File: src/design/fe_pkg.sv
// shared widths, opcode constants and the decoded-operation type
// for the fetch/decode/execute/result pipeline

package fe_pkg;

    // datapath widths
    localparam int xlen       = 64;
    localparam int ilen       = 32;
    localparam int reg_addr_w = 5;

    // major opcodes recognized by decode
    localparam logic [6:0] op_addi   = 7'b0010011;   // op-imm group, funct3 000 only
    localparam logic [6:0] op_branch = 7'b1100011;
    localparam logic [6:0] op_jal    = 7'b1101111;

    // branch funct3 codes
    localparam logic [2:0] f3_beq = 3'b000;
    localparam logic [2:0] f3_bne = 3'b001;

    // decoded operation carried from decode to execute
    typedef enum logic [2:0] {
        op_nop     = 3'd0,   // anything unsupported retires as this
        op_add_imm = 3'd1,
        op_beq     = 3'd2,
        op_bne     = 3'd3,
        op_jump    = 3'd4    // jal, target already taken in decode
    } fe_op_t;

endpackage

File: src/design/pc_gen.sv
// program-counter register with redirect priority, fetch hold
// and capture of a redirect that arrives during the hold

`timescale 1ns/100ps

module pc_gen import fe_pkg::*; #(
    parameter logic [xlen-1:0] reset_pc = 64'h8000_0000
) (
    input  logic            clk,
    input  logic            rst_n,
    input  logic            fetch_hold,
    input  logic [xlen-1:0] next_pc,      // sequential or predicted target
    input  logic            id_redirect,
    input  logic [xlen-1:0] id_target,
    input  logic            ex_redirect,
    input  logic [xlen-1:0] ex_target,
    output logic [xlen-1:0] pc
);

    logic            pend_valid;    // redirect waiting for the hold to drop
    logic [xlen-1:0] pend_target;
    logic [xlen-1:0] pc_d;

    // execute beats decode, decode beats a stored redirect
    always_comb begin
        if (ex_redirect) begin
            pc_d = ex_target;
        end else if (id_redirect) begin
            pc_d = id_target;
        end else if (pend_valid) begin
            pc_d = pend_target;
        end else begin
            pc_d = next_pc;
        end
    end

    always_ff @(posedge clk) begin
        if (!rst_n) begin
            pc <= reset_pc;
        end else if (!fetch_hold) begin
            pc <= pc_d;
        end
    end

    // pending flag lives only across a hold
    always_ff @(posedge clk) begin
        if (!rst_n) begin
            pend_valid <= 1'b0;
        end else if (!fetch_hold) begin
            pend_valid <= 1'b0;                 // applied this edge, or unused
        end else if (ex_redirect || id_redirect) begin
            pend_valid <= 1'b1;
        end
    end

    always_ff @(posedge clk) begin
        if (fetch_hold) begin
            if (ex_redirect) begin
                pend_target <= ex_target;       // older instr, replaces any record
            end else if (id_redirect && !pend_valid) begin
                pend_target <= id_target;
            end
        end
    end

endmodule

File: config.mk
export PLATFORM = sky130hd
export DESIGN_NAME = pc_gen
export DESIGN_NICKNAME = d
export VERILOG_FILES = /design/src/design/fe_pkg.sv /design/src/design/pc_gen.sv
export SDC_FILE = /design/constraint.sdc
export NUM_CORES = 1
export LEC_CHECK = 0
export BUFFER_PORTS_ARGS = -buffer_cell sky130_fd_sc_hd__buf_2
export CAP_MARGIN = 20
export CORE_UTILIZATION = 30
export DETAILED_ROUTE_END_ITERATION = 8
export SETUP_SLACK_MARGIN = 0.2
export SLEW_MARGIN = 20
export SYNTH_ARGS = -nofsm -noshare
export SYNTH_HDL_FRONTEND = slang
export SYNTH_SLANG_ARGS = --single-unit
export TNS_END_PERCENT = 100
File: constraint.sdc
create_clock -name clk -period 4.6 [get_ports clk]
set_clock_uncertainty 0.05 [all_clocks]
set_input_delay 0.46 -clock clk [delete_from_list [all_inputs] [get_ports clk]]
set_output_delay 0.46 -clock clk [all_outputs]
set_load 0.005 [all_outputs]
==> results of run 1 <==
-- synth_stat cells --
| library cell | n | area share, % |
|---|---|---|
| buf_1 | 1 | 0.061 |
| nand2_1 | 11 | 0.67 |
| inv_2 | 1 | 0.061 |
| or3b_1 | 1 | 0.14 |
| nor3_2 | 1 | 0.16 |
| buf_6 | 7 | 1.3 |
| o22ai_1 | 53 | 5.4 |
| nand2b_1 | 2 | 0.20 |
| clkbuf_1 | 18 | 1.1 |
| mux2i_1 | 55 | 8.9 |
| dfxtp_1 | 65 | 21 |
| buf_2 | 24 | 1.9 |
| edfxtp_1 | 64 | 31 |
| a21oi_1 | 13 | 1.1 |
| o21ai_1 | 17 | 1.4 |
| a211oi_1 | 53 | 6.4 |
| o2111a_1 | 1 | 0.18 |
| mux2_2 | 73 | 13 |
| a32o_1 | 1 | 0.16 |
| a2bb2oi_1 | 1 | 0.14 |
| nor2_1 | 4 | 0.24 |
| inv_1 | 2 | 0.12 |
| nor3b_1 | 1 | 0.12 |
| o21ai_0 | 44 | 3.6 |
| nor2b_1 | 1 | 0.10 |
| a221oi_1 | 9 | 1.3 |
-- sequential cells by signal (all words and copies together) (netlist names) --
signal,count
pc,64
pend_target,64
pend_valid,1
-- layer usage --
layer,GRT usage (%),up-vias,routed length (µm)
li1,-,2552,-
met1,23.3,2549,8430
met2,29.8,220,8910
met3,5.14,17,1330
met4,7.21,0,289
met5,0,-,0
-- layout make-up --
cell class,count,area [µm²],share of cell area [%]
inverter,3,11.3,0.137
clock buffer,22,475,5.81
sequential,129,3230,39.4
clock inverter,10,61.3,0.749
multi-input combinational,341,2700,33.0
tap,270,338,4.12
timing repair buffer,270,1380,16.8
-- where the power goes --
group | total [W] | internal, W | switching (W) | leakage, nW
registers | 0.00134 | 0.00130 | 0.0000405 | 1.15
logic | 0.000425 | 0.000212 | 0.000213 | 1.89
clock network | 0.00125 | 0.000731 | 0.000518 | 0.269
-- worst max path at each step --
stage                           to  slack, ns  cells past startpoint         from
floorplan           pend_target[0]       0.30                      5  ex_redirect
global placement            pc[19]       2.20                      5  ex_redirect
detailed placement          pc[36]       2.14                      5   fetch_hold
CTS                         pc[59]       2.47                      4   pend_valid
global route                pc[59]       2.40                      4   pend_valid
finish                      pc[59]       2.50                      4   pend_valid
-- worst max-delay path, stage by stage (launching register included) --
cell and delay [ns]:
dfxtp_4 0.68, buf_4 0.64, mux2_2 0.40, nand2_1 0.07, a21oi_1 0.07
-- cells by family after synthesis --
| family | Yosys count |
|---|---|
| and+or+nand+nor | 21 |
| AOI/OAI and AO/OA | 192 |
| DFF | 129 |
| buffers and inverters | 53 |
| muxes | 128 |
-- stage by stage --
step	worst slack, ns	area, µm²	util, %	instances	hold WS, ns
after floorplan	0.299	6190	-	523	0.431
after global placement	2.20	7650	37.8	1013	0.430
after detailed placement	2.14	7650	37.8	1013	0.439
after CTS	2.47	8190	40.5	1045	0.278
after global routing	2.40	8190	40.5	1045	0.295
final	2.50	8190	40.5	1045	0.302
==> reports/results.txt, run 1 <==
status - finished, final reports clean
Required @ worst endpoint - 4.84 ns
Post-DP HPWL - 12.7 mm
hold path start - id_target[31]
worst reg2reg path depth - 4
vias in the first global route - 5,538
# diodes - 0
Crit Path Class - flip-flop to flip-flop
final RePlAce weighted congestion - 0.754
Total Routed Length - 19.0 mm
latest clock arrival within the worst-skew pair - 0.42 ns
distinct cell type count after synthesis - 26
number of max-cap violations - 0
Final period util - 45.6%
Post-CTS Resized - 0
Core Area - 20,200 µm²
clock sink count - 129
CTS tree - yes
Vias/cell - 5.11
total I/O pin count - 261
largest net degree at the start of global routing - 52
minimum period implied by the final worst setup slack - 2.10 ns
Final Hold Vio Count - 0
FILL cells - 1,968
Synth Instances - 523
Ys Warns - 0
Crit Path Max Fanout - 36
Yosys reg bits - 129
per-cell routed wire length - 18.2 µm
reg2reg end - pc[59]
VDD IR-drop max - 0.225 mV
FF-to-FF Start - pend_valid
fmax - 477 MHz
Final nets - 959
Post-DRT Antenna Nets - 0
setup TNS - 0 ns
CTS Hold Bufs - 0
drt first pass iters - 4
routed vias - 5,338
max-slew violations - 0
Die Height - 146 µm
Die X - 146 µm
commonest non-fill, non-tap cell in the layout - buf_2
share of cells above drive strength 1 - 48.8%
starting density of the core - 30.6%
synthesized net count - 720
DRT iter0 DRCs - 207
post-synthesis compound-gate area fraction - 19.5%
RSZ-0062 raised after global routing - no
power density over cell area - 368 nW/µm²
most frequent cells in the layout - 259 x buf_2, 73 x mux2_2, 64 x dfxtp_1, 64 x edfxtp_1, 55 x mux2i_1
mux cell area share after synthesis - 22.2%
type of origin of the critical path - flip-flop
Hold Crit Endpoint - pc[31]
area delta synth->final - 32.4%
row cnt - 52
Syn Area/Cell - 11.8 µm²
Reg2Reg Setup Slack - 2.50 ns
LEAKAGE - 3.31 nW
endpoints failing setup - 0
port bufs - 260
register area share after synthesis - 52.1%
HP Class - input pin to flip-flop
clock root buffer - clkbuf_16
Syn Std Cell Area - 6190 µm²
GRT Total Usage - 18.4%
total CTS buffers - 17
main combinational cell family by area after synthesis - multiplexers
Congestion Overflow GR - 0
CTS H-Tree Depth - 4
critical path capture point type - flip-flop
Worst-Margin Slew - 0.837 ns
detailed-route DRC error count - 0
setup bufs post-CTS - 0
initial antenna violation count - 0
Hold Path Stages - 3
first-pass GRT wire length - 30.3 mm
CTS max path bufs - 2
simple-gate share of the synthesized area - 1.64%
Relative slew margins - 44.0%
clk slew on worst S/H paths - 0.06 ns
XOR/XNOR Fraction of Synth Area - 0%
arrival time at the worst endpoint - 2.34 ns
post-layout power - 0.00302 W
die footprint - 21,200 µm²
Post-Synth Adder-Cell Area - 0%
Note: power is estimated with default switching activity, not from simulation.
==> run 2, diff against run 1 <==
ABC_AREA = 1   (was unset)
clock period = 1.8 ns   (was 4.6 ns; I/O delays follow)
==> reports/results.txt, run 2 <==
simple-gate share of the synthesized area - 21.7% (+20 points)
Post-CTS Resized - 0 (unchanged)
Hold Path Stages - 3 (unchanged)
final RePlAce weighted congestion - 0.768 (+2.0%)
metal1 wirelength - 10.5 mm (+25%)
CTS tree - yes
Post-synth EDFFs - 64 (unchanged)
Worst-Margin Slew - 0.580 ns (-0.257 ns)
Critical-path top delay cell - buf_4
endpoints failing setup - 0 (unchanged)
top routing layer used - met5
Final nets - 1,384 (+44%)
reg2reg end - pend_target[46]
Post-Synth Adder-Cell Area - 0% (unchanged)
share of cells above drive strength 1 - 29.6% (-19 points)
total I/O pin count - 261 (unchanged)
fin worst setup slack - 0.392 ns (-2.11 ns)
GRT Total Usage - 19.4% (+1.0 points)
number of max-cap violations - 0 (unchanged)
first-pass GRT wire length - 36.1 mm (+19%)
Yosys reg bits - 129 (unchanged)
Die X - 155 µm (+6.4%)
post-synthesis compound-gate area fraction - 21.9% (+2.4 points)
DRT iter0 DRCs - 445 (+110%)
Final period util - 78.2% (+33 points)
most frequent cells in the layout - 314 x nand2_1, 259 x buf_2, 134 x a21oi_1, 103 x o21ai_0, 74 x inv_1
Congestion Overflow GR - 0 (unchanged)
Crit Path Max Fanout - 27 (-25%)
Total Routed Length - 23.3 mm (+23%)
vias in the first global route - 6,949 (+25%)
Required @ worst endpoint - 1.82 ns (-3.02 ns)
per-cell routed wire length - 15.4 µm (-15%)
fmax - 710 MHz (+49%)
Synth top cells by count - 314 x nand2_1, 134 x a21oi_1, 103 x o21ai_0
die footprint - 24,000 µm² (+13%)
clk slew on worst S/H paths - 0.07 ns (about the same)
Synth Instances - 938 (+79%)
Reg2Reg Setup Slack - 0.39 ns (-2.11 ns)
routed vias - 7,192 (+35%)
commonest non-fill, non-tap cell in the layout - nand2_1
type of origin of the critical path - flip-flop
LEAKAGE - 4.46 nW (+35%)
RSZ-0062 raised after global routing - no
minimum period implied by the final worst setup slack - 1.41 ns (-0.690 ns)
Post-DP HPWL - 15.7 mm (+24%)
latest clock arrival within the worst-skew pair - 0.41 ns (about the same)
starting density of the core - 30.8% (+0.23 points)
DR WL met2 - 10.6 mm (+19%)
mux cell area share after synthesis - 0% (-22 points)
area leader, netlist - edfxtp_1
drt first pass iters - 7 (+3)
Core Area - 22,800 µm² (+13%)
arrival time at the worst endpoint - 1.42 ns (-0.92 ns)
Vias/cell - 4.75 (-7.1%)
VDD IR-drop max - 0.446 mV (+98%)
clock root buffer - clkbuf_16
Syn Area/Cell - 7.48 µm² (-37%)
final std cells w/o fill - 1,515 (+45%)
CTS H-Tree Depth - 4 (unchanged)
cells taking the most area after synthesis - edfxtp_1 27%, dfxtp_1 19%, nand2_1 17%
dominant synthesized flop cell - dfxtp_1
clock sink count - 129 (unchanged)
row cnt - 55 (+5.8%)
area fraction of the dominant cell type after synthesis - 27.4% (-3.7 points)
register area share after synthesis - 45.9% (-6.2 points)
Largest regs - pc (64), pend_target (64), pend_valid (1)
Die Height - 155 µm (+6.4%)
crit-path max cell delay - 0.39 ns (-0.29 ns)
Relative slew margins - 61.3% (+17 points)
hold path start - ex_target[20]
Post-DRT Antenna Nets - 0 (unchanged)
status - finished, final reports clean
initial antenna violation count - 4 (+4)
critical path capture point type - flip-flop
detailed-route DRC error count - 0 (unchanged)
distinct cell type count after synthesis - 19 (-27%)
FFs w/ async S/R, synth - 0% (unchanged)
CTS max path bufs - 2 (unchanged)
met3 WL - 1.95 mm (+47%)
Post-Place Cells - 1,464 (+45%)
worst reg2reg path depth - 2 (-2)
max-slew violations - 0 (unchanged)
HP Class - input pin to flip-flop
CP Cell Sequence - a211oi_4 -> buf_4
Place WS - 0.190 ns (-1.95 ns)
synthesized net count - 1,135 (+58%)
Crit Path Class - flip-flop to flip-flop
Syn Std Cell Area - 7020 µm² (+13%)
area delta synth->final - 32.9%
power density over cell area - 902 nW/µm² (+140%)
FF-to-FF Start - pend_valid
Ys Warns - 0 (unchanged)
Hold Crit Endpoint - pend_target[20]
XOR/XNOR Fraction of Synth Area - 0% (unchanged)
Final Hold Vio Count - 0 (unchanged)
total CTS buffers - 17 (unchanged)
port bufs - 260 (unchanged)
main combinational cell family by area after synthesis - compound AO/OA/AOI/OAI gates
most common cell in the netlist - nand2_1
largest net degree at the start of global routing - 115 (+120%)
==> run 2: changes by cell type after synthesis, sizes merged, moves of 52 or more <==
cell | previous run | this run
mux2i | 55 | 0
nand3 | 0 | 64
inv | 3 | 77
nand2 | 11 | 314
a21oi | 13 | 169
a211oi | 53 | 1
o22ai | 53 | 0
mux2 | 73 | 0
==> run 2: kinds of logic after synthesis <==
logic type / after synthesis
and+or+nand+nor: 380
AOI/OAI and AO/OA: 281
buffers and inverters: 148
DFF: 129
==> run 2: layout make-up <==
cell class / instances / area (µm²)
fill: 2386 / 13500
tap: 313 / 392
multi-input combinational: 661 / 3080
timing repair buffer: 300 / 1710
inverter: 78 / 293
clock buffer: 20 / 468
antenna: 2 / 5.00
sequential: 129 / 3220
clock inverter: 12 / 155
==> run 2: through the flow <==
stage               hold WS, ns  util [%]  total power [W]  TNS [ns]  instance area [µm²]
floorplan                 0.317         -          0.00421    -63.10                 7040
global placement          0.391      37.4          0.00475         0                 8530
detailed placement        0.397      37.4          0.00477         0                 8530
CTS                    0.000185      40.9          0.00851         0                 9320
global route             0.0140      40.9          0.00881         0                 9320
finish                   0.0198      40.9          0.00841         0                 9330
==> run 2: worst max-delay path by stage <==
stage                            from         endpoint  slack (ns)  depth (start not counted)
after floorplan            pend_valid   pend_target[0]       -0.99                          3
after global placement    ex_redirect  pend_target[38]        0.22                          4
after detailed placement  ex_redirect  pend_target[41]        0.19                          4
after CTS                  pend_valid  pend_target[46]        0.38                          2
after global routing       pend_valid  pend_target[45]        0.31                          2
final                      pend_valid  pend_target[46]        0.39                          2
==> run 2: timing repair <==
item,CTS,global route
buffers inserted,0,0
endpoints found under the setup margin,0,0
hold buffers,17,0
endpoints found under the hold margin,17,0
==> run 2: power breakdown <==
group          total, W  switching [W]  internal [W]
Combinational   0.00132       0.000783      0.000540
Sequential      0.00340      0.0000849       0.00332
Clock           0.00368        0.00138       0.00231
Total           0.00841        0.00224       0.00617
==> run 2: worst max-delay path, delay by kind of cell, from the launching register on <==
family | cells | cell delay, ns
AO/OA/AOI/OAI | 1 | 0.24
flip-flops | 1 | 0.36
buffers and inverters | 1 | 0.39
==> run 2: metal layers <==
layer,vias to the layer above,global-route usage (%)
li1,3610,-
met1,3257,25.5
met2,303,31.7
met3,18,4.93
met4,4,4.90
met5,-,0
