[src/design/fe_pkg.sv]
// shared widths, opcode constants and the decoded-operation type
// for the fetch/decode/execute/result pipeline

package fe_pkg;

    // datapath widths
    localparam int xlen       = 64;
    localparam int ilen       = 32;
    localparam int reg_addr_w = 5;

    // major opcodes recognized by decode
    localparam logic [6:0] op_addi   = 7'b0010011;   // op-imm group, funct3 000 only
    localparam logic [6:0] op_branch = 7'b1100011;
    localparam logic [6:0] op_jal    = 7'b1101111;

    // branch funct3 codes
    localparam logic [2:0] f3_beq = 3'b000;
    localparam logic [2:0] f3_bne = 3'b001;

    // decoded operation carried from decode to execute
    typedef enum logic [2:0] {
        op_nop     = 3'd0,   // anything unsupported retires as this
        op_add_imm = 3'd1,
        op_beq     = 3'd2,
        op_bne     = 3'd3,
        op_jump    = 3'd4    // jal, target already taken in decode
    } fe_op_t;

endpackage

[src/design/decode_stage.sv]
// instruction classification, immediate extraction, jal redirect
// and the decode pipeline register

`timescale 1ns/100ps

module decode_stage import fe_pkg::*; (
    input  logic                  clk,
    input  logic                  rst_n,
    input  logic                  f_valid,
    input  logic [xlen-1:0]       f_pc,
    input  logic [ilen-1:0]       f_instr,
    input  logic                  f_pred_taken,
    input  logic                  ex_redirect,
    output logic                  id_redirect,
    output logic [xlen-1:0]       id_target,
    output logic                  d_valid,
    output logic [xlen-1:0]       d_pc,
    output fe_op_t                d_op,
    output logic [reg_addr_w-1:0] d_rd,
    output logic [reg_addr_w-1:0] d_rs1,
    output logic [reg_addr_w-1:0] d_rs2,
    output logic [xlen-1:0]       d_imm,
    output logic                  d_pred_taken
);

    logic [6:0]      opcode;
    logic [2:0]      funct3;
    logic [xlen-1:0] i_imm;
    logic [xlen-1:0] b_imm;
    logic [xlen-1:0] j_imm;
    fe_op_t          op;
    logic [xlen-1:0] imm;

    assign opcode = f_instr[6:0];
    assign funct3 = f_instr[14:12];

    assign i_imm = {{(xlen-12){f_instr[31]}}, f_instr[31:20]};
    assign b_imm = {{(xlen-12){f_instr[31]}}, f_instr[7], f_instr[30:25],
                    f_instr[11:8], 1'b0};
    assign j_imm = {{(xlen-20){f_instr[31]}}, f_instr[19:12], f_instr[20],
                    f_instr[30:21], 1'b0};

    always_comb begin
        op  = op_nop;
        imm = i_imm;
        case (opcode)
            op_addi: begin
                if (funct3 == 3'b000) begin
                    op = op_add_imm;         // other op-imm forms are nops
                end
            end
            op_branch: begin
                imm = b_imm;
                if (funct3 == f3_beq) begin
                    op = op_beq;
                end else if (funct3 == f3_bne) begin
                    op = op_bne;
                end
            end
            op_jal: begin
                op  = op_jump;
                imm = j_imm;
            end
            default: begin
                op = op_nop;
            end
        endcase
    end

    // jal is resolved here, one bubble
    assign id_redirect = f_valid && (op == op_jump);
    assign id_target   = f_pc + j_imm;

    always_ff @(posedge clk) begin
        if (!rst_n) begin
            d_valid <= 1'b0;
        end else begin
            d_valid <= f_valid && !ex_redirect;   // wrong-path instr dropped
        end
    end

    always_ff @(posedge clk) begin
        d_pc         <= f_pc;
        d_op         <= op;
        d_rd         <= f_instr[11:7];
        d_rs1        <= f_instr[19:15];
        d_rs2        <= f_instr[24:20];
        d_imm        <= imm;
        d_pred_taken <= f_pred_taken;
    end

endmodule

[config.mk]
export PLATFORM = sky130hd
export DESIGN_NAME = decode_stage
export DESIGN_NICKNAME = d
export VERILOG_FILES = /design/src/design/fe_pkg.sv /design/src/design/decode_stage.sv
export SDC_FILE = /design/constraint.sdc
export NUM_CORES = 1
export LEC_CHECK = 0
export ABC_AREA = 1
export BUFFER_PORTS_ARGS = -buffer_cell sky130_fd_sc_hd__buf_2
export CAP_MARGIN = 20
export CORE_MARGIN = 2
export CORE_UTILIZATION = 55
export DETAILED_ROUTE_END_ITERATION = 6
export PLACE_DENSITY = 0.88
export SKIP_CTS_REPAIR_TIMING = 1
export SYNTH_ARGS = -nofsm -noshare
export SYNTH_HDL_FRONTEND = slang
export SYNTH_SLANG_ARGS = --single-unit
[constraint.sdc]
create_clock -name clk -period 3.75 [get_ports clk]
set_input_delay 0.75 -clock clk [delete_from_list [all_inputs] [get_ports clk]]
set_output_delay 0.75 -clock clk [all_outputs]
set_load 0.03 [all_outputs]
==> results of run 1 <==
-- cells in the mapped netlist, types with 7 or more instances --
cell type    n
dfxtp_1    105
nand2_2     15
nand2_1    616
buf_4       44
nor2_2      11
inv_1      308
nor2_1     108
xor2_1      31
nand3_1     53
ha_1        62
nor3_1      14
a21oi_1     40
nand4_1     15
nand3_2      7
-- power by group --
| group | internal, mW | switching (mW) | total (mW) |
|---|---|---|---|
| Sequential | 1.17 | 0.0169 | 1.19 |
| Clock | 0.546 | 0.480 | 1.03 |
| Combinational | 0.490 | 1.23 | 1.71 |
| Total | 2.21 | 1.72 | 3.93 |
-- worst min-delay path by stage --
stage	startpoint	endpoint	slack (ns)	cells after the start
after floorplan	f_instr[30]	d_imm[10]$_DFF_P_	0.78	0
after global placement	f_pred_taken	d_pred_taken$_DFF_P_	0.85	1
after detailed placement	f_pred_taken	d_pred_taken$_DFF_P_	0.86	1
after CTS	f_pred_taken	d_pred_taken$_DFF_P_	0.48	1
after global routing	f_pred_taken	d_pred_taken$_DFF_P_	0.48	1
final	f_pred_taken	d_pred_taken$_DFF_P_	0.49	1
-- final cells by class --
cell class	instances	area (sq um)
fillers	1445	4740
well taps	188	235
flip-flops and latches	105	2100
multi-input cells	993	4840
repair buffers	324	1660
diodes	3	7.51
clock inverters	7	103
clock buffers	9	225
inverters	312	1170
-- layer usage --
metal,part of all wire,vias up,wire [um]
met5,0,-,0
met4,0.054,0,1540
met3,0.053,83,1510
met2,0.52,390,14600
met1,0.38,4204,10700
li1,-,4876,-
-- placed cells by master, fill, tap and decap left out, types with 2 or more instances in the layout --
master     netlist  final
a21oi_1         40     40
nor4_2           2      2
o21ai_0          4      4
o21bai_1         6      6
inv_2            4      4
nor2_4           2      2
nand2_2         15     15
diode_2          0      3
inv_8            0      2
nor3_1          14     14
buf_2            0    313
xor2_1          31     31
nor2_1         108    106
nor3_2           3      2
clkbuf_16        0      9
nand3_2          7      7
ha_1            62     56
nand2_1        616    616
buf_4           44     10
dfxtp_1        105    105
ha_2             0      6
nor2_2          11     13
nand3_1         53     53
inv_1          308    308
nand4_1         15     15
-- registers in the layout, summed over array words and instances, names as in the netlist --
| signal | cells |
|---|---|
| d_rd | 5 |
| d_valid | 1 |
| d_imm | 21 |
| d_pred_taken | 1 |
| d_rs2 | 5 |
| d_op | 3 |
| d_rs1 | 5 |
| d_pc | 64 |
-- critical path: cells and delay by family --
family / cells / cell delay [ns]
AND/OR/NAND/NOR: 8 / 0.79
adder cells (fa/ha/maj): 2 / 0.71
buffers and inverters: 2 / 0.37
XOR/XNOR: 1 / 0.28
-- logic make-up (layout without fill, tap and decap cells) --
kind of cell	after synthesis	after routing	share of synthesized area
AND/OR/NAND/NOR	846	846	0.411
buffers and inverters	356	652	0.178
flip-flops	105	105	0.250
adder cells (fa/ha/maj)	63	63	0.0945
AO/OA/AOI/OAI	52	52	0.0334
XOR/XNOR	32	32	0.0333
other	0	3	0
==> results.py, run 1 <==
metrics = {
    "sta": {
        "tightest_slew_ns": 1.01,
        "fin_crit_ns": 3.65,
        "whs_ns": 0.486,
        "fin_setup_tns_ns": 0,
        "finalSetupViolCount": 0,
        "slew_headroom": 0.322,
        "rsz0062_at_grt": "true",
        "slew_violations": 0,
        "clock.fmax_mhz": 274,
        "final_hold_viol_count": 0,
        "worst_slack_ns": 0.0970,
        "period_share": 0.974,
    },
    "synth": {
        "synth_top_area_frac": 0.275,
        "async_flop_share": 0,
        "synth_area_sq_um": 8420,
        "synth_cell_types": 24,
        "synth_ff_type": "dfxtp_1",
        "avgSynthCellArea_sq_um": 5.79,
        "yosys-top-cells-area": "nand2_1 27%, dfxtp_1 25%, inv_1 14%, ha_1 9.2%, nor2_1 4.8%",
        "yosys_warnings": 0,
        "synth_top_area_cell": "nand2_1",
        "yosysSeqAreaShare": 0.250,
        "netlist_instances": 1454,
        "synthesis.nets": 1618,
        "synth_edf_count": 0,
        "ys_ff_latch": 105,
    },
    "cells_and_area": {
        "finalNonFillerCells": 1941,
        "fin_nets": 1909,
        "drive_gt1_frac": 0.224,
        "fin_area_sq_um": 10300,
        "area_delta_synth_final_pct": 22.9,
        "utilization": 0.686,
    },
    "power": {
        "irDropWorstVdd_mv": 0.229,
        "p_leak_nw": 6.63,
        "power.total_mw": 3.93,
        "p_per_area_nw_per_um2": 380,
    },
    "global_routing": {
        "grt_max_degree": 45,
        "antenna_found_initial": 2,
        "grt_pass1_vias": 8828,
        "grt_use_met2": 0.645,
        "grtUsageMet1": 0.357,
        "busiest_layer": "met2",
        "grt.met3_usage": 0.0401,
        "gr-usage-all-layers": 0.338,
        "grt.overflow.total": 0,
        "grt_pass1_wl_mm": 42.6,
    },
    "cts": {
        "cts.sinks": 105,
        "cts_tree": "built",
        "clk_pin_slew_ns": 0.08,
        "h-tree-depth": 3,
        "cts_max_path_buffers": 2,
        "cts_buffers": 9,
        "clockRootBuffer": "clkbuf_16",
    },
    "worst_setup_path": {
        "cpMaxStageDelayCell": "fa_1",
        "required_ns": 3.00,
        "cp_data_arrival_time_ns": 2.90,
        "critical_path.startpoint": "f_pc[1]",
        "cp-endpoint": "id_target[29]",
        "path_cells": "buf_2, ha_1, fa_1, nand3_1, nand3_2, nand2_1, nand2_2, nand2_1, nand2_1, nand2_1, nand2_2, xor2_1, buf_2",
        "cp_max_fo": 4,
        "worstSetupPathType": "in2out",
        "slowest_delay_ns": 0.46,
        "cp_common_cell": "nand2_1",
        "start_kind": "input port",
        "end_kind": "primary output",
    },
    "floorplan": {
        "std_cell_rows": 45,
        "die_x_um": 128,
        "initial_utilization": 0.558,
        "die-height_um": 128,
        "io-pin-count": 314,
        "die_area_sq_um": 16300,
        "coreArea_sq_um": 15100,
    },
    "placed_design": {
        "place_hpwl_mm": 24.3,
        "dp.cells": 1922,
        "numPortBuffers": 313,
        "placed_area_sq_um": 9980,
        "post-place-ws_ns": 0.136,
        "gp_congestion": 1.06,
    },
    "route": {
        "wl_per_cell_um": 14.6,
        "drt_iter0_drc": 615,
        "ant_nets": 0,
        "drc": 0,
        "vias": 9553,
        "routed_via_density": 4.92,
        "first_pass_iters": 5,
        "wirelength_mm": 28.4,
    },
    "min_path": {
        "hold_class": "in2reg",
    },
    "status": {
        "outcome": "finished, final reports clean",
    },
    "job": {
        "drv.max_cap_violation_count": 0,
    },
}
No activity file was read; power rests on OpenSTA's default activity.
==> run 2, diff against run 1 <==
--- a/config.mk
+++ b/config.mk
@@ -9,9 +9,9 @@
 export BUFFER_PORTS_ARGS = -buffer_cell sky130_fd_sc_hd__buf_2
 export CAP_MARGIN = 20
 export CORE_MARGIN = 2
-export CORE_UTILIZATION = 55
+export CORE_UTILIZATION = 51
 export DETAILED_ROUTE_END_ITERATION = 6
-export PLACE_DENSITY = 0.88
+export PLACE_DENSITY = 0.82
 export SKIP_CTS_REPAIR_TIMING = 1
 export SYNTH_ARGS = -nofsm -noshare
 export SYNTH_HDL_FRONTEND = slang
==> constraint.sdc (replaced) <==
create_clock -name clk -period 4 [get_ports clk]
set_input_delay 0.8 -clock clk [delete_from_list [all_inputs] [get_ports clk]]
set_output_delay 0.8 -clock clk [all_outputs]
set_load 0.03 [all_outputs]
==> run 2 against run 1 <==
  * Sequential share of layout area about the same
  * Final area down 0.22%
  * Critical path depth down 2
  * Global-route usage decreased by 1.2 points
  * Wire length grew 3.5%
  * Worst setup slack improved by 0.065 ns
  * First-iteration DRC count fell by 5.2%
  * Die area is 7.6% higher
  * Utilization shrank 4.0 points
  * Cell count rose by 1.3%
  * Critical path type unchanged
  * Clock-buffer cell count unchanged
==> results.py, run 2 (synthesis gave the netlist of run 1 again) <==
metrics = {
    "route": {
        "ant_nets": 0,
        "wirelength_mm": 29.4,
        "vias": 9530,
        "drc": 0,
        "wl_per_cell_um": 14.9,
        "first_pass_iters": 5,
        "drt_iter0_drc": 583,
        "routed_via_density": 4.85,
    },
    "floorplan": {
        "io-pin-count": 314,
        "die_x_um": 132,
        "std_cell_rows": 46,
        "initial_utilization": 0.526,
        "die_area_sq_um": 17500,
        "coreArea_sq_um": 16000,
        "die-height_um": 132,
    },
    "power": {
        "irDropWorstVdd_mv": 0.217,
        "p_leak_nw": 6.60,
        "p_per_area_nw_per_um2": 355,
    },
    "sta": {
        "slew_violations": 0,
        "final_hold_viol_count": 0,
        "finalSetupViolCount": 0,
        "tightest_slew_ns": 0.956,
        "slew_headroom": 0.362,
        "fin_crit_ns": 3.84,
        "period_share": 0.959,
        "clock.fmax_mhz": 261,
        "fin_setup_tns_ns": 0,
        "whs_ns": 0.526,
    },
    "worst_setup_path": {
        "cp_max_fo": 14,
        "start_kind": "input port",
        "slowest_delay_ns": 0.35,
        "required_ns": 3.20,
        "end_kind": "primary output",
        "worstSetupPathType": "in2out",
        "cp_common_cell": "nand2_1",
        "path_cells": "clkbuf_4, buf_4, ha_1, nand2_1, nor2_1, nand2_1, inv_1, nand4_1, nand3_2, xor2_1, buf_2",
        "cpMaxStageDelayCell": "xor2_1",
        "cp_data_arrival_time_ns": 3.04,
    },
    "placed_design": {
        "place_hpwl_mm": 25.6,
        "gp_congestion": 1.01,
        "numPortBuffers": 313,
        "dp.cells": 1945,
    },
    "cells_and_area": {
        "final_cell_mix": "616 x nand2_1, 312 x buf_2, 308 x inv_1, 107 x nor2_1, 105 x dfxtp_1",
        "area_delta_synth_final_pct": 22.6,
        "seq_area_sq_um": 2100,
        "finalNonFillerCells": 1966,
        "largest_reg_flops": 64,
        "nFillCells": 1605,
        "mostFrequentLayoutCell": "nand2_1",
        "regMostFlops": "d_pc",
        "utilization": 0.645,
        "largest_registers": "d_pc x64, d_imm x21",
        "multiInputGateArea_sq_um": 4820,
        "drive_gt1_frac": 0.219,
        "fin_nets": 1904,
    },
    "cts": {
        "cts_buffers": 9,
        "cts.sinks": 105,
        "cts_max_path_buffers": 2,
        "clk_pin_slew_ns": 0.08,
        "clockRootBuffer": "clkbuf_16",
        "h-tree-depth": 3,
        "cts_tree": "built",
    },
    "status": {
        "outcome": "finished, final reports clean",
    },
    "global_routing": {
        "grt.overflow.total": 0,
        "grt_pass1_vias": 8778,
        "antenna_found_initial": 4,
        "grt_max_degree": 45,
        "grt_pass1_wl_mm": 44.6,
        "gr-usage-all-layers": 0.326,
    },
    "min_path": {
        "hold_class": "in2reg",
        "hold_end": "d_pred_taken$_DFF_P_",
        "whs_path_depth": 1,
        "hp-start": "f_pred_taken",
    },
    "job": {
        "drv.max_cap_violation_count": 0,
    },
}
==> run 2: changes by cell type in the layout (fill, tap and decap cells not counted) <==
| cell | previous run | this run |
|---|---|---|
| bufinv_16 | 1 | 0 |
| ha_1 | 56 | 60 |
| diode_2 | 3 | 5 |
| nor3_4 | 1 | 0 |
| clkinv_8 | 1 | 3 |
| buf_4 | 10 | 5 |
| clkbuf_4 | 0 | 1 |
| inv_8 | 2 | 1 |
| buf_2 | 313 | 312 |
| nor2_1 | 106 | 107 |
| nor3_2 | 2 | 3 |
| nor2_2 | 13 | 12 |
| ha_2 | 6 | 2 |
==> run 2: worst max-delay path by stage <==
stage / slack (ns) / endpoint / from / cells past startpoint
finish: 0.16 / id_target[21] / f_instr[31] / 11
global route: -0.01 / id_target[52] / f_instr[31] / 14
CTS: 0.17 / id_target[59] / f_instr[31] / 13
detailed placement: 0.18 / id_target[59] / f_instr[31] / 13
global placement: 0.15 / id_target[63] / f_instr[31] / 14
floorplan: 0.69 / id_target[33] / f_pc[1] / 11
==> run 2: cell type report <==
type	instances	area share
clock buffers	9	0.0218
diodes	5	0.00121
well taps	216	0.0262
multi-input cells	993	0.467
repair buffers	319	0.158
clock inverters	7	0.00909
flip-flops and latches	105	0.204
inverters	312	0.113
==> run 2: power by group <==
group | total, mW | switching, mW | internal, mW | leakage (nW)
registers | 1.12 | 0.0157 | 1.10 | 0.885
clock network | 0.931 | 0.476 | 0.455 | 0.154
logic | 1.61 | 1.16 | 0.452 | 5.56
==> run 2: layer usage <==
| metal | GRT usage | share of wire | vias up |
|---|---|---|---|
| li1 | - | - | 4868 |
| met1 | 0.368 | 0.40 | 4192 |
| met2 | 0.593 | 0.49 | 391 |
| met3 | 0.0471 | 0.062 | 79 |
| met4 | 0.173 | 0.054 | 0 |
| met5 | 0 | 0 | - |
==> run 2: per-stage QoR <==
stage          power (mW)  area [sq um]  worst slack (ns)
4_1_cts              3.66         10300             0.167
2_1_floorplan        2.24          8420             0.685
6_report             3.66         10300             0.162
3_3_place_gp         2.72          9980             0.152
3_5_place_dp         2.73          9980             0.182
5_1_grt              3.84         10300           -0.0124
==> run 2: critical path, delay by kind of cell <==
family / cells / cell delay [ns]
buffers and inverters: 4 / 0.76
adder cells (fa/ha/maj): 1 / 0.33
XOR/XNOR: 1 / 0.35
AND/OR/NAND/NOR: 5 / 0.76
==> run 3, diff against run 2 <==
--- a/config.mk
+++ b/config.mk
@@ -8,9 +8,11 @@
 export ABC_AREA = 1
 export BUFFER_PORTS_ARGS = -buffer_cell sky130_fd_sc_hd__buf_2
 export CAP_MARGIN = 20
+export CORE_ASPECT_RATIO = 0.9
 export CORE_MARGIN = 2
 export CORE_UTILIZATION = 51
 export DETAILED_ROUTE_END_ITERATION = 6
+export GPL_ROUTABILITY_DRIVEN = 0
 export PLACE_DENSITY = 0.82
 export SKIP_CTS_REPAIR_TIMING = 1
 export SYNTH_ARGS = -nofsm -noshare
==> run 3 against run 2 <==
  * Highest routed layer unchanged
  * Critical path type unchanged
  * Non-clock buffer count decreased by 2
  * Hold slack improved by 0.012 ns
  * Critical endpoint is now id_target[59]
  * Largest cell class unchanged
  * Die area about the same
  * Via count increased by 0.92%
  * Utilization decreased by 0.76 points
  * First-iteration DRC count increased by 96%
==> results.py, run 3 (synthesis gave the netlist of run 1 again) <==
metrics = {
    "route": {
        "wl_met1_mm": 11.4,
        "wirelength_mm": 27.3,
        "vias": 9618,
        "wl_met2_mm": 12.1,
        "drt_iter0_drc": 1143,
        "routed_via_density": 4.93,
        "ant_nets": 0,
        "highest_layer": "met4",
        "drc": 0,
        "wl_per_cell_um": 14.0,
        "first_pass_iters": 6,
        "dr_wl_met3_mm": 2.70,
    },
    "sta": {
        "fin_crit_ns": 3.81,
        "finalSetupViolCount": 0,
        "period_share": 0.952,
        "fin_setup_tns_ns": 0,
        "slew_headroom": 0.397,
        "worst_slack_ns": 0.190,
        "slew_violations": 0,
        "whs_ns": 0.539,
        "clock.fmax_mhz": 262,
        "final_hold_viol_count": 0,
        "rsz0062_at_grt": "false",
        "tightest_slew_ns": 0.904,
    },
    "cells_and_area": {
        "area_delta_synth_final_pct": 22.2,
        "utilization": 0.638,
        "largest_reg_flops": 64,
        "largest_registers": "d_pc x64, d_imm x21",
        "mostFrequentLayoutCell": "nand2_1",
        "fin_nets": 1902,
        "finalNonFillerCells": 1951,
        "drive_gt1_frac": 0.220,
        "regMostFlops": "d_pc",
        "final_cell_mix": "616 x nand2_1, 312 x buf_2, 308 x inv_1, 107 x nor2_1, 105 x dfxtp_1",
        "fin_area_sq_um": 10300,
    },
    "placed_design": {
        "numPortBuffers": 313,
        "placed_area_sq_um": 9960,
        "dp.cells": 1934,
        "post-place-ws_ns": 0.0598,
        "place_hpwl_mm": 23.1,
    },
    "worst_setup_path": {
        "end_kind": "primary output",
        "cp_max_fo": 26,
        "start_kind": "input port",
        "worstSetupPathType": "in2out",
        "required_ns": 3.20,
        "cp_data_arrival_time_ns": 3.01,
    },
    "cts": {
        "clockRootBuffer": "clkbuf_16",
        "cts_buffers": 9,
        "clk_pin_slew_ns": 0.09,
        "cts_tree": "built",
        "cts.sinks": 105,
        "cts_max_path_buffers": 2,
        "h-tree-depth": 3,
    },
    "global_routing": {
        "gr-usage-all-layers": 0.299,
        "grt_pass1_vias": 8389,
        "grt_pass1_wl_mm": 41.6,
        "antenna_found_initial": 1,
        "grt.overflow.total": 0,
        "grt_max_degree": 45,
    },
    "power": {
        "p_leak_nw": 6.58,
        "p_per_area_nw_per_um2": 354,
        "irDropWorstVdd_mv": 0.213,
        "power.total_mw": 3.64,
    },
    "floorplan": {
        "die-height_um": 126,
        "die_x_um": 139,
        "initial_utilization": 0.522,
        "std_cell_rows": 44,
        "io-pin-count": 314,
        "die_area_sq_um": 17600,
        "coreArea_sq_um": 16100,
    },
    "job": {
        "drv.max_cap_violation_count": 0,
    },
    "min_path": {
        "hold_class": "in2reg",
    },
    "status": {
        "outcome": "finished, final reports clean",
    },
}
[run 3: metal layers]
layer / vias to the layer above / GRT usage
met5: - / 0
met4: 0 / 0.122
met3: 71 / 0.0494
met2: 535 / 0.492
met1: 4166 / 0.392
li1: 4846 / -
[run 3: report_power, final]
group / internal (mW) / switching [mW] / leakage, nW / total, mW
clock: 0.449 / 0.476 / 0.146 / 0.926
combinational: 0.451 / 1.15 / 5.55 / 1.60
sequential: 1.10 / 0.0146 / 0.885 / 1.11
[run 3: worst max-delay path, stage by stage]
cell	delay (ns)
buf_4	0.23
buf_12	0.21
ha_2	0.43
nand2_1	0.12
inv_1	0.09
nand2_1	0.13
nor3_1	0.30
nand2_1	0.12
nor2_1	0.10
nand2_1	0.09
nand2_1	0.07
nand2_1	0.04
nand2_1	0.05
buf_2	0.19
[run 3: path summary, 6_finish.rpt]
| check | from | end | slack, ns | cells past startpoint |
|---|---|---|---|---|
| max | f_instr[31] | id_target[59] | 0.19 | 14 |
| min | f_pc[62] | d_pc[62]$_DFF_P_ | 0.54 | 1 |
[run 3: layout make-up]
type | count | area, sq um
sequential | 105 | 2100
multi-input combinational | 993 | 4830
timing repair buffer | 317 | 1610
antenna | 1 | 2.50
inverter | 312 | 1170
clock buffer | 9 | 225
clock inverter | 7 | 80.1
tap | 207 | 259
fill | 1580 | 5850
